## src/verilog/uart_pkg.sv

```systemverilog
package uart_pkg;

    // bus data word and serial payload
    typedef logic [15:0] word_t;
    typedef logic [7:0]  byte_t;

    // one access on the system bus, held for a single cycle
    typedef struct packed {
        logic  sel;       // access enable
        word_t addr;
        logic  write_en;  // 1 = write, 0 = read
        word_t wdata;
    } bus_req_t;

    // register offsets inside the four-address window
    localparam logic [1:0] OFS_TX_CMD  = 2'd0;
    localparam logic [1:0] OFS_TX_DATA = 2'd1;
    localparam logic [1:0] OFS_RX_STAT = 2'd2;
    localparam logic [1:0] OFS_RX_DATA = 2'd3;

    // transmit command: 1 = idle, writing 0 asks for a send
    localparam byte_t TX_CMD_IDLE = 8'h01;

    // receive status: 0 = nothing waiting, 1 = byte waiting
    localparam byte_t RX_STAT_EMPTY = 8'h00;

endpackage

```

## src/verilog/baud_tick_gen.sv

```systemverilog
`timescale 1ns/10ps

module baud_tick_gen #(
    parameter int div = 25
) (
    input  logic clk,
    input  logic reset,
    output logic tick
);

    // enough bits to hold div - 1, at least one
    localparam int cw = (div > 1) ? $clog2(div) : 1;

    logic [cw-1:0] cnt;

    // free-running, the tick is registered so it lands div cycles after reset
    always_ff @(posedge clk)
    begin
        if (!reset)
        begin
            cnt  <= '0;
            tick <= 1'b0;
        end
        else if (cnt == cw'(div - 1))
        begin
            cnt  <= '0;
            tick <= 1'b1;   // wrap
        end
        else
        begin
            cnt  <= cnt + 1'b1;
            tick <= 1'b0;
        end
    end

    // with a real divider the tick never repeats in back-to-back cycles
    a_tick_single: assert property (
        @(posedge clk) disable iff (!reset)
        (div > 1 && tick) |=> !tick
    ) else $error("baud tick high in two consecutive cycles");

endmodule

```

## src/verilog/uart_tx.sv

```systemverilog
`timescale 1ns/10ps

module uart_tx (
    input  logic            clk,
    input  logic            reset,
    input  logic            tick,
    input  logic            tx_start,
    input  uart_pkg::byte_t tx_byte,
    output logic            tx,
    output logic            tx_done,
    output logic            busy
);

    typedef enum logic [1:0] {s_idle, s_start, s_data, s_stop} state_t;

    state_t          state;
    logic [2:0]      bit_cnt;
    uart_pkg::byte_t shreg;
    logic            load;

    // a frame begins on a tick once the line is free
    assign load = tick && tx_start && (state == s_idle || state == s_stop);
    assign busy = (state != s_idle);

    // byte latched with the start bit, then shifted out lsb first
    always_ff @(posedge clk)
    begin
        if (load)
            shreg <= tx_byte;
        else if (tick && (state == s_start || state == s_data))
            shreg <= shreg >> 1;
    end

    always_ff @(posedge clk)
    begin
        if (!reset)
        begin
            state   <= s_idle;
            bit_cnt <= '0;
            tx      <= 1'b1;
            tx_done <= 1'b0;
        end
        else
        begin
            tx_done <= 1'b0;
            if (tick)
            begin
                case (state)
                    s_idle:
                    begin
                        if (tx_start)
                        begin
                            tx    <= 1'b0;      // start bit
                            state <= s_start;
                        end
                    end
                    s_start:
                    begin
                        tx      <= shreg[0];    // data bit 0
                        bit_cnt <= '0;
                        state   <= s_data;
                    end
                    s_data:
                    begin
                        if (bit_cnt == 3'd7)
                        begin
                            tx      <= 1'b1;    // stop bit
                            tx_done <= 1'b1;
                            state   <= s_stop;
                        end
                        else
                        begin
                            tx      <= shreg[0];
                            bit_cnt <= bit_cnt + 1'b1;
                        end
                    end
                    default:
                    begin
                        // end of stop bit, back to back frame if requested
                        if (tx_start)
                        begin
                            tx    <= 1'b0;
                            state <= s_start;
                        end
                        else
                            state <= s_idle;
                    end
                endcase
            end
        end
    end

    a_idle_high: assert property (
        @(posedge clk) disable iff (!reset)
        (state == s_idle) |-> tx
    ) else $error("tx line low while transmitter idle");

endmodule

```

## src/verilog/uart_rx.sv

```systemverilog
`timescale 1ns/10ps

module uart_rx #(
    parameter int div = 25
) (
    input  logic            clk,
    input  logic            reset,
    input  logic            rx,
    output uart_pkg::byte_t rx_byte,
    output logic            rx_valid
);

    localparam int cw = (div > 1) ? $clog2(div) : 1;

    typedef enum logic [1:0] {r_idle, r_start, r_data, r_stop} state_t;

    state_t          state;
    logic            rx_s1;
    logic            rx_s2;     // synchronized line
    logic [cw-1:0]   cnt;       // cycles to next sample point
    logic [2:0]      bit_cnt;
    uart_pkg::byte_t shreg;

    // data bits enter at the top, lsb ends up in bit 0
    always_ff @(posedge clk)
    begin
        if (state == r_data && cnt == '0)
            shreg <= {rx_s2, shreg[7:1]};
    end

    assign rx_byte = shreg;   // stable from the stop sample until the next frame

    always_ff @(posedge clk)
    begin
        if (!reset)
        begin
            rx_s1    <= 1'b1;
            rx_s2    <= 1'b1;
            state    <= r_idle;
            cnt      <= '0;
            bit_cnt  <= '0;
            rx_valid <= 1'b0;
        end
        else
        begin
            rx_s1    <= rx;
            rx_s2    <= rx_s1;
            rx_valid <= 1'b0;
            case (state)
                r_idle:
                begin
                    if (!rx_s2)
                    begin
                        cnt   <= cw'(div / 2);  // half a bit to the centre
                        state <= r_start;
                    end
                end
                r_start:
                begin
                    if (cnt != '0)
                        cnt <= cnt - 1'b1;
                    else if (!rx_s2)
                    begin
                        cnt     <= cw'(div - 1);
                        bit_cnt <= '0;
                        state   <= r_data;
                    end
                    else
                        state <= r_idle;        // glitch, not a start bit
                end
                r_data:
                begin
                    if (cnt != '0)
                        cnt <= cnt - 1'b1;
                    else
                    begin
                        cnt <= cw'(div - 1);
                        if (bit_cnt == 3'd7)
                            state <= r_stop;
                        else
                            bit_cnt <= bit_cnt + 1'b1;
                    end
                end
                default:
                begin
                    // stop bit level is not checked
                    if (cnt != '0)
                        cnt <= cnt - 1'b1;
                    else
                    begin
                        rx_valid <= 1'b1;
                        state    <= r_idle;
                    end
                end
            endcase
        end
    end

    a_valid_pulse: assert property (
        @(posedge clk) disable iff (!reset)
        rx_valid |=> !rx_valid
    ) else $error("rx_valid held longer than one cycle");

endmodule

```

## src/verilog/uart_regs.sv

```systemverilog
`timescale 1ns/10ps

module uart_regs #(
    parameter logic [15:0] base_addr = 16'hFF08
) (
    input  logic               clk,
    input  logic               reset,
    input  uart_pkg::bus_req_t req,
    input  logic               busy,
    input  logic               tx_done,
    input  uart_pkg::byte_t    rx_byte,
    input  logic               rx_valid,
    output uart_pkg::word_t    rdata,
    output uart_pkg::byte_t    tx_byte,
    output logic               tx_start,
    output logic               irq
);

    uart_pkg::word_t delta;
    logic            hit;
    logic [1:0]      ofs;
    logic            wr;

    uart_pkg::byte_t tx_cmd;
    uart_pkg::byte_t tx_data;
    uart_pkg::byte_t rx_stat;
    uart_pkg::byte_t rx_data;
    logic            rx_valid_q;

    // window decode, addresses below base wrap to large values
    assign delta = req.addr - base_addr;
    assign hit   = req.sel && (delta[15:2] == '0);
    assign ofs   = delta[1:0];
    assign wr    = hit && req.write_en;

    assign tx_byte  = tx_data;
    assign tx_start = (tx_cmd == 8'h00);   // send requested

    always_ff @(posedge clk)
    begin
        if (!reset)
        begin
            tx_cmd  <= uart_pkg::TX_CMD_IDLE;
            tx_data <= '0;
            rx_stat <= uart_pkg::RX_STAT_EMPTY;
            rx_data <= '0;
        end
        else
        begin
            if (tx_done)
                tx_cmd <= uart_pkg::TX_CMD_IDLE;   // frame handed off
            else if (wr && ofs == uart_pkg::OFS_TX_CMD)
                tx_cmd <= req.wdata[7:0];

            // data is frozen while a frame is on the line
            if (wr && ofs == uart_pkg::OFS_TX_DATA && !busy)
                tx_data <= req.wdata[7:0];

            if (rx_valid)
            begin
                rx_stat <= 8'h01;       // byte waiting
                rx_data <= rx_byte;     // overwrites an unread byte
            end
            else if (wr && ofs == uart_pkg::OFS_RX_STAT)
                rx_stat <= req.wdata[7:0];
        end
    end

    // zero padded read, nothing outside the window
    always_comb
    begin
        rdata = '0;
        if (hit)
        begin
            case (ofs)
                uart_pkg::OFS_TX_CMD:  rdata = {8'h00, tx_cmd};
                uart_pkg::OFS_TX_DATA: rdata = {8'h00, tx_data};
                uart_pkg::OFS_RX_STAT: rdata = {8'h00, rx_stat};
                default:               rdata = {8'h00, rx_data};
            endcase
        end
    end

    // interrupt on the rising edge of rx_valid
    always_ff @(posedge clk)
    begin
        if (!reset)
        begin
            rx_valid_q <= 1'b0;
            irq        <= 1'b0;
        end
        else
        begin
            rx_valid_q <= rx_valid;
            irq        <= rx_valid && !rx_valid_q;
        end
    end

    a_outside_zero: assert property (
        @(posedge clk) disable iff (!reset)
        (int'(req.addr) < int'(base_addr) || int'(req.addr) > int'(base_addr) + 3)
            |-> (rdata == '0)
    ) else $error("nonzero read outside the register window");

endmodule

```

## src/verilog/uart_periph.sv

```systemverilog
`timescale 1ns/10ps

module uart_periph #(
    parameter int          clk_freq  = 25_000_000,
    parameter int          baud_rate = 1_000_000,
    parameter logic [15:0] base_addr = 16'hFF08
) (
    input  logic               clk,
    input  logic               reset,
    input  uart_pkg::bus_req_t req,
    input  logic               rx,
    output uart_pkg::word_t    rdata,
    output logic               tx,
    output logic               irq
);

    // bit period in clocks
    localparam int div = clk_freq / baud_rate;

    logic            tick;
    logic            tx_start;
    logic            tx_done;
    logic            busy;
    uart_pkg::byte_t tx_byte;
    uart_pkg::byte_t rx_byte;
    logic            rx_valid;

    baud_tick_gen #(.div(div)) i_tick (
        .clk   (clk),
        .reset (reset),
        .tick  (tick)
    );

    uart_tx i_tx (
        .clk      (clk),
        .reset    (reset),
        .tick     (tick),
        .tx_start (tx_start),
        .tx_byte  (tx_byte),
        .tx       (tx),
        .tx_done  (tx_done),
        .busy     (busy)
    );

    // receiver runs from its own phase, not from the tick
    uart_rx #(.div(div)) i_rx (
        .clk      (clk),
        .reset    (reset),
        .rx       (rx),
        .rx_byte  (rx_byte),
        .rx_valid (rx_valid)
    );

    uart_regs #(.base_addr(base_addr)) i_regs (
        .clk      (clk),
        .reset    (reset),
        .req      (req),
        .busy     (busy),
        .tx_done  (tx_done),
        .rx_byte  (rx_byte),
        .rx_valid (rx_valid),
        .rdata    (rdata),
        .tx_byte  (tx_byte),
        .tx_start (tx_start),
        .irq      (irq)
    );

endmodule

```

## config.mk

```make
export PLATFORM = sky130hd
export DESIGN_NAME = uart_periph
export DESIGN_NICKNAME = d
export VERILOG_FILES = /design/src/verilog/uart_pkg.sv /design/src/verilog/baud_tick_gen.sv /design/src/verilog/uart_tx.sv /design/src/verilog/uart_rx.sv /design/src/verilog/uart_regs.sv /design/src/verilog/uart_periph.sv
export SDC_FILE = /design/constraint.sdc
export NUM_CORES = 1
export LEC_CHECK = 0
export ABC_AREA = 0
export BUFFER_PORTS_ARGS = -buffer_cell sky130_fd_sc_hd__buf_2
export CELL_PAD_IN_SITES_DETAIL_PLACEMENT = 1
export CELL_PAD_IN_SITES_GLOBAL_PLACEMENT = 2
export CORE_MARGIN = 10
export CORE_UTILIZATION = 38
export CTS_BUF_LIST = sky130_fd_sc_hd__clkbuf_4 sky130_fd_sc_hd__clkbuf_8
export DETAILED_ROUTE_END_ITERATION = 8
export HOLD_SLACK_MARGIN = 0.05
export PLACE_DENSITY = 0.91
export SLEW_MARGIN = 20
export SYNTH_ARGS = -nofsm -noshare
export SYNTH_HDL_FRONTEND = slang
export SYNTH_SLANG_ARGS = --single-unit
```

## constraint.sdc

```tcl
create_clock -name clk -period 2.05 [get_ports clk]
set_input_delay 0 -clock clk [delete_from_list [all_inputs] [get_ports clk]]
set_output_delay 0 -clock clk [all_outputs]
set_load 0.005 [all_outputs]
```

==> results.sh <==
export IMPL_routed_wl_microns=8720
export IMPL_nets=463
export IMPL_hold_class="input port to flop"
export IMPL_p_leak_uw=0.00176
export IMPL_crit_chain="or4_1, nor2_2, nand3b_4, mux2_1"
export IMPL_synth_enable_flop_cells=16
export IMPL_clockBufferDepth=2
export IMPL_crit_buf_inv=0
export IMPL_fin_crit_ns=1.94
export IMPL_post_drt_wl_per_cell_microns=16.0
export IMPL_crit_arrival_ns=2.03
export IMPL_tightest_slew_ns=0.596
export IMPL_path_delay_family="simple AND/OR/NAND/NOR gates"
export IMPL_holdPathStages=4
export IMPL_min_period_over_period_pct=94.7
export IMPL_vias=2700
export IMPL_pre_cts_ws_ns=0.0221
export IMPL_power_density_nw_per_um2=832
export IMPL_chipWidth_microns=119
export IMPL_gp_congestion=0.760
export IMPL_gr_usage_all_layers_pct=12.8
export IMPL_cts_tree="yes"
export IMPL_cts_root_buf="clkbuf_8"
export IMPL_drc=0
export IMPL_yosysUniqueCellTypes=54
export IMPL_crit_path_end_kind="flop"
export IMPL_overflow=0
export IMPL_maxSlewHeadroom_pct=60.2
export IMPL_crit_path_start_kind="flop"
export IMPL_dr_pass1_iters=4
export IMPL_ir_worst_vdd_mv=0.586
export IMPL_coreArea_sq_um=9370
export IMPL_place_inst=516
export IMPL_clock_skew_ns=0.0113
export IMPL_synth_cells=353
export IMPL_drt_iter0_drc=97
export IMPL_max_stage_delay_ns=0.58
export IMPL_clock_sinks=76
export IMPL_crit_fanout=8
export IMPL_setup_viol=0
export IMPL_antenna_cells_inserted=0
export IMPL_drtAntennaViolNets=0
export IMPL_setup_ws_ns=0.108
export IMPL_hold_violations=0
export IMPL_async_flop_share_pct=0
export IMPL_cpMaxStageDelayCell="or4_1"
export IMPL_grt_pass1_wl_microns=15000
export IMPL_area_growth_syn_to_layout_pct=17.2
export IMPL_worstPathRequired_ns=2.13
export IMPL_grt_max_degree=22
export IMPL_outcome="complete, no violations"
export IMPL_worst_setup_path_type="flop to flop"
export IMPL_clk_latency_ns=0.35
export IMPL_avgSynthCellArea_sq_um=10.5
export IMPL_drive_gt1_share_pct=20.7
export IMPL_synth_flop_cell="dfxtp_1"
export IMPL_port_buffers=38
export IMPL_dp_hpwl_microns=6560
export IMPL_io_pins=55
export IMPL_cp_depth=4
export IMPL_start_util_pct=39.4
export IMPL_synth_warnings=0
export IMPL_synth_area_sq_um=3690
export IMPL_htreeDepth=3
export IMPL_first_global_vias=3026
export IMPL_antenna_found_initial=0
export IMPL_maxSlewViolCount=0
export IMPL_fp_dieH_microns=119
export IMPL_rr_worst_depth=4
export IMPL_row_count=35
export IMPL_layoutNonFillerInstCount=544
export IMPL_die_area_sq_um=14100
export IMPL_cts_clk_slew_worst_paths_ns=0.08
export IMPL_yosys_register_bits=76
export IMPL_vias_per_cell=4.96
export IMPL_fmax_mhz=515
export IMPL_cap_violations=0
export IMPL_seq_area_frac_synth_pct=45.5
export IMPL_cts_buffers=9
## cell usage in the layout (no fill, tap or decap), drive strengths merged, types with 2 or more instances in the layout
master / count
a211o: 2
xnor2: 3
and3: 2
nor3: 7
a22oi: 3
and2: 3
buf: 48
a21oi: 12
inv: 17
nor2: 59
edfxtp: 16
nor3b: 2
o21a: 2
a221oi: 2
nand4b: 3
mux2: 8
or4: 2
a22o: 3
nand2b: 8
nand3: 9
clkinv: 3
conb: 8
nor4: 3
nand2: 7
mux2i: 33
mux4: 8
o31a: 2
xor2: 6
nor2b: 12
dfxtp: 60
clkbuf: 13
ha: 16
dlygate4sd3: 11
o21ai: 6
a211oi: 2
## synth_stat cells (all sizes together) (7+ instances only)
cell type  number  share of area [%]
dfxtp          60                 33
nor2           59                6.0
mux2i          33                8.9
inv            17                1.7
edfxtp         16                 13
ha             16                5.4
buf            13                2.7
a21oi          12                1.6
nor2b          12                2.1
nand3           9                1.2
mux2            8                2.4
mux4            8                4.9
nand2b          8                1.4
clkbuf          7               0.71
nand2           7               0.71
nor3            7                1.1
## cell families (layout without fill, tap and decap cells)
family / count (synthesis) / in the layout / share of synthesized area (%)
mux: 49 / 49 / 16.3
xor+xnor: 9 / 9 / 2.13
other cells: 1 / 8 / 0.101
flops: 76 / 76 / 45.5
fa+ha+maj: 16 / 16 / 5.42
buf+inv: 37 / 92 / 5.18
compound gates: 41 / 41 / 7.86
simple gates: 124 / 124 / 17.5
## where the power goes
part           total [uW]  switching [uW]  internal (uW)
registers            1710             107           1610
clock network        1020             529            489
logic                 869             455            414
## worst register-to-register path, stage by stage, from the launching register on
cell      delay, ns
dfxtp_1        0.32
or4_1          0.58
nor2_2         0.25
nand3b_4       0.17
mux2_1         0.36
## final timing paths
path / startpoint / endpoint / slack (ns)
setup reg to reg: i_regs.tx_cmd[0] / i_tx.shreg[2] / 0.11
hold / removal: req[18] / i_regs.rx_stat[0] / 0.30
setup / recovery: i_regs.tx_cmd[0] / i_tx.shreg[2] / 0.11
hold reg to reg: i_regs.rx_valid_q / i_regs.irq / 0.39
## repair_timing
item,4_1_cts,5_1_grt
setup endpoints to repair,0,25
hold buffers,11,0
resized for setup,0,8
setup buffers,0,1
hold endpoints to repair,28,0
## routing by layer
metal  global-route usage [%]  part of all wire, %
met5                        0                    0
met1                     14.3                   44
met3                     3.62                  3.4
met2                     22.9                   51
met4                     3.89                  1.0
## state kept, by name (all words and copies together), names as in the netlist, 5 cells and up
signal / count
i_regs.rx_data: 8
i_regs.rx_stat: 8
i_regs.tx_byte: 8
i_regs.tx_cmd: 8
i_rx.rx_byte: 8
i_tx.shreg: 8
i_rx.cnt: 5
i_tick.cnt: 5
## through the flow
| step | instance area (sq um) | setup TNS [ns] | hold WS, ns | util [%] | power, uW |
|---|---|---|---|---|---|
| 6_report | 4330 | 0 | 0.298 | 46.2 | 3600 |
| 4_1_cts | 4290 | 0 | 0.293 | 45.8 | 3570 |
| 3_3_place_gp | 4010 | 0 | 0.184 | 42.8 | 2490 |
| 3_5_place_dp | 4010 | 0 | 0.187 | 42.8 | 2520 |
| 5_1_grt | 4330 | -0.00950 | 0.312 | 46.2 | 3820 |
| 2_1_floorplan | 3720 | 0 | 0.101 | - | 2250 |
## final cells by class
class / count / area, sq um
Multi-Input combinational cell: 247 / 1880
Timing Repair Buffer: 59 / 375
Inverter: 17 / 63.8
Clock inverter: 3 / 15.0
Clock buffer: 13 / 154
Sequential cell: 76 / 1680
Tap cell: 129 / 161
Fill cell: 1079 / 5040
(Power assumes the default switching activity.)
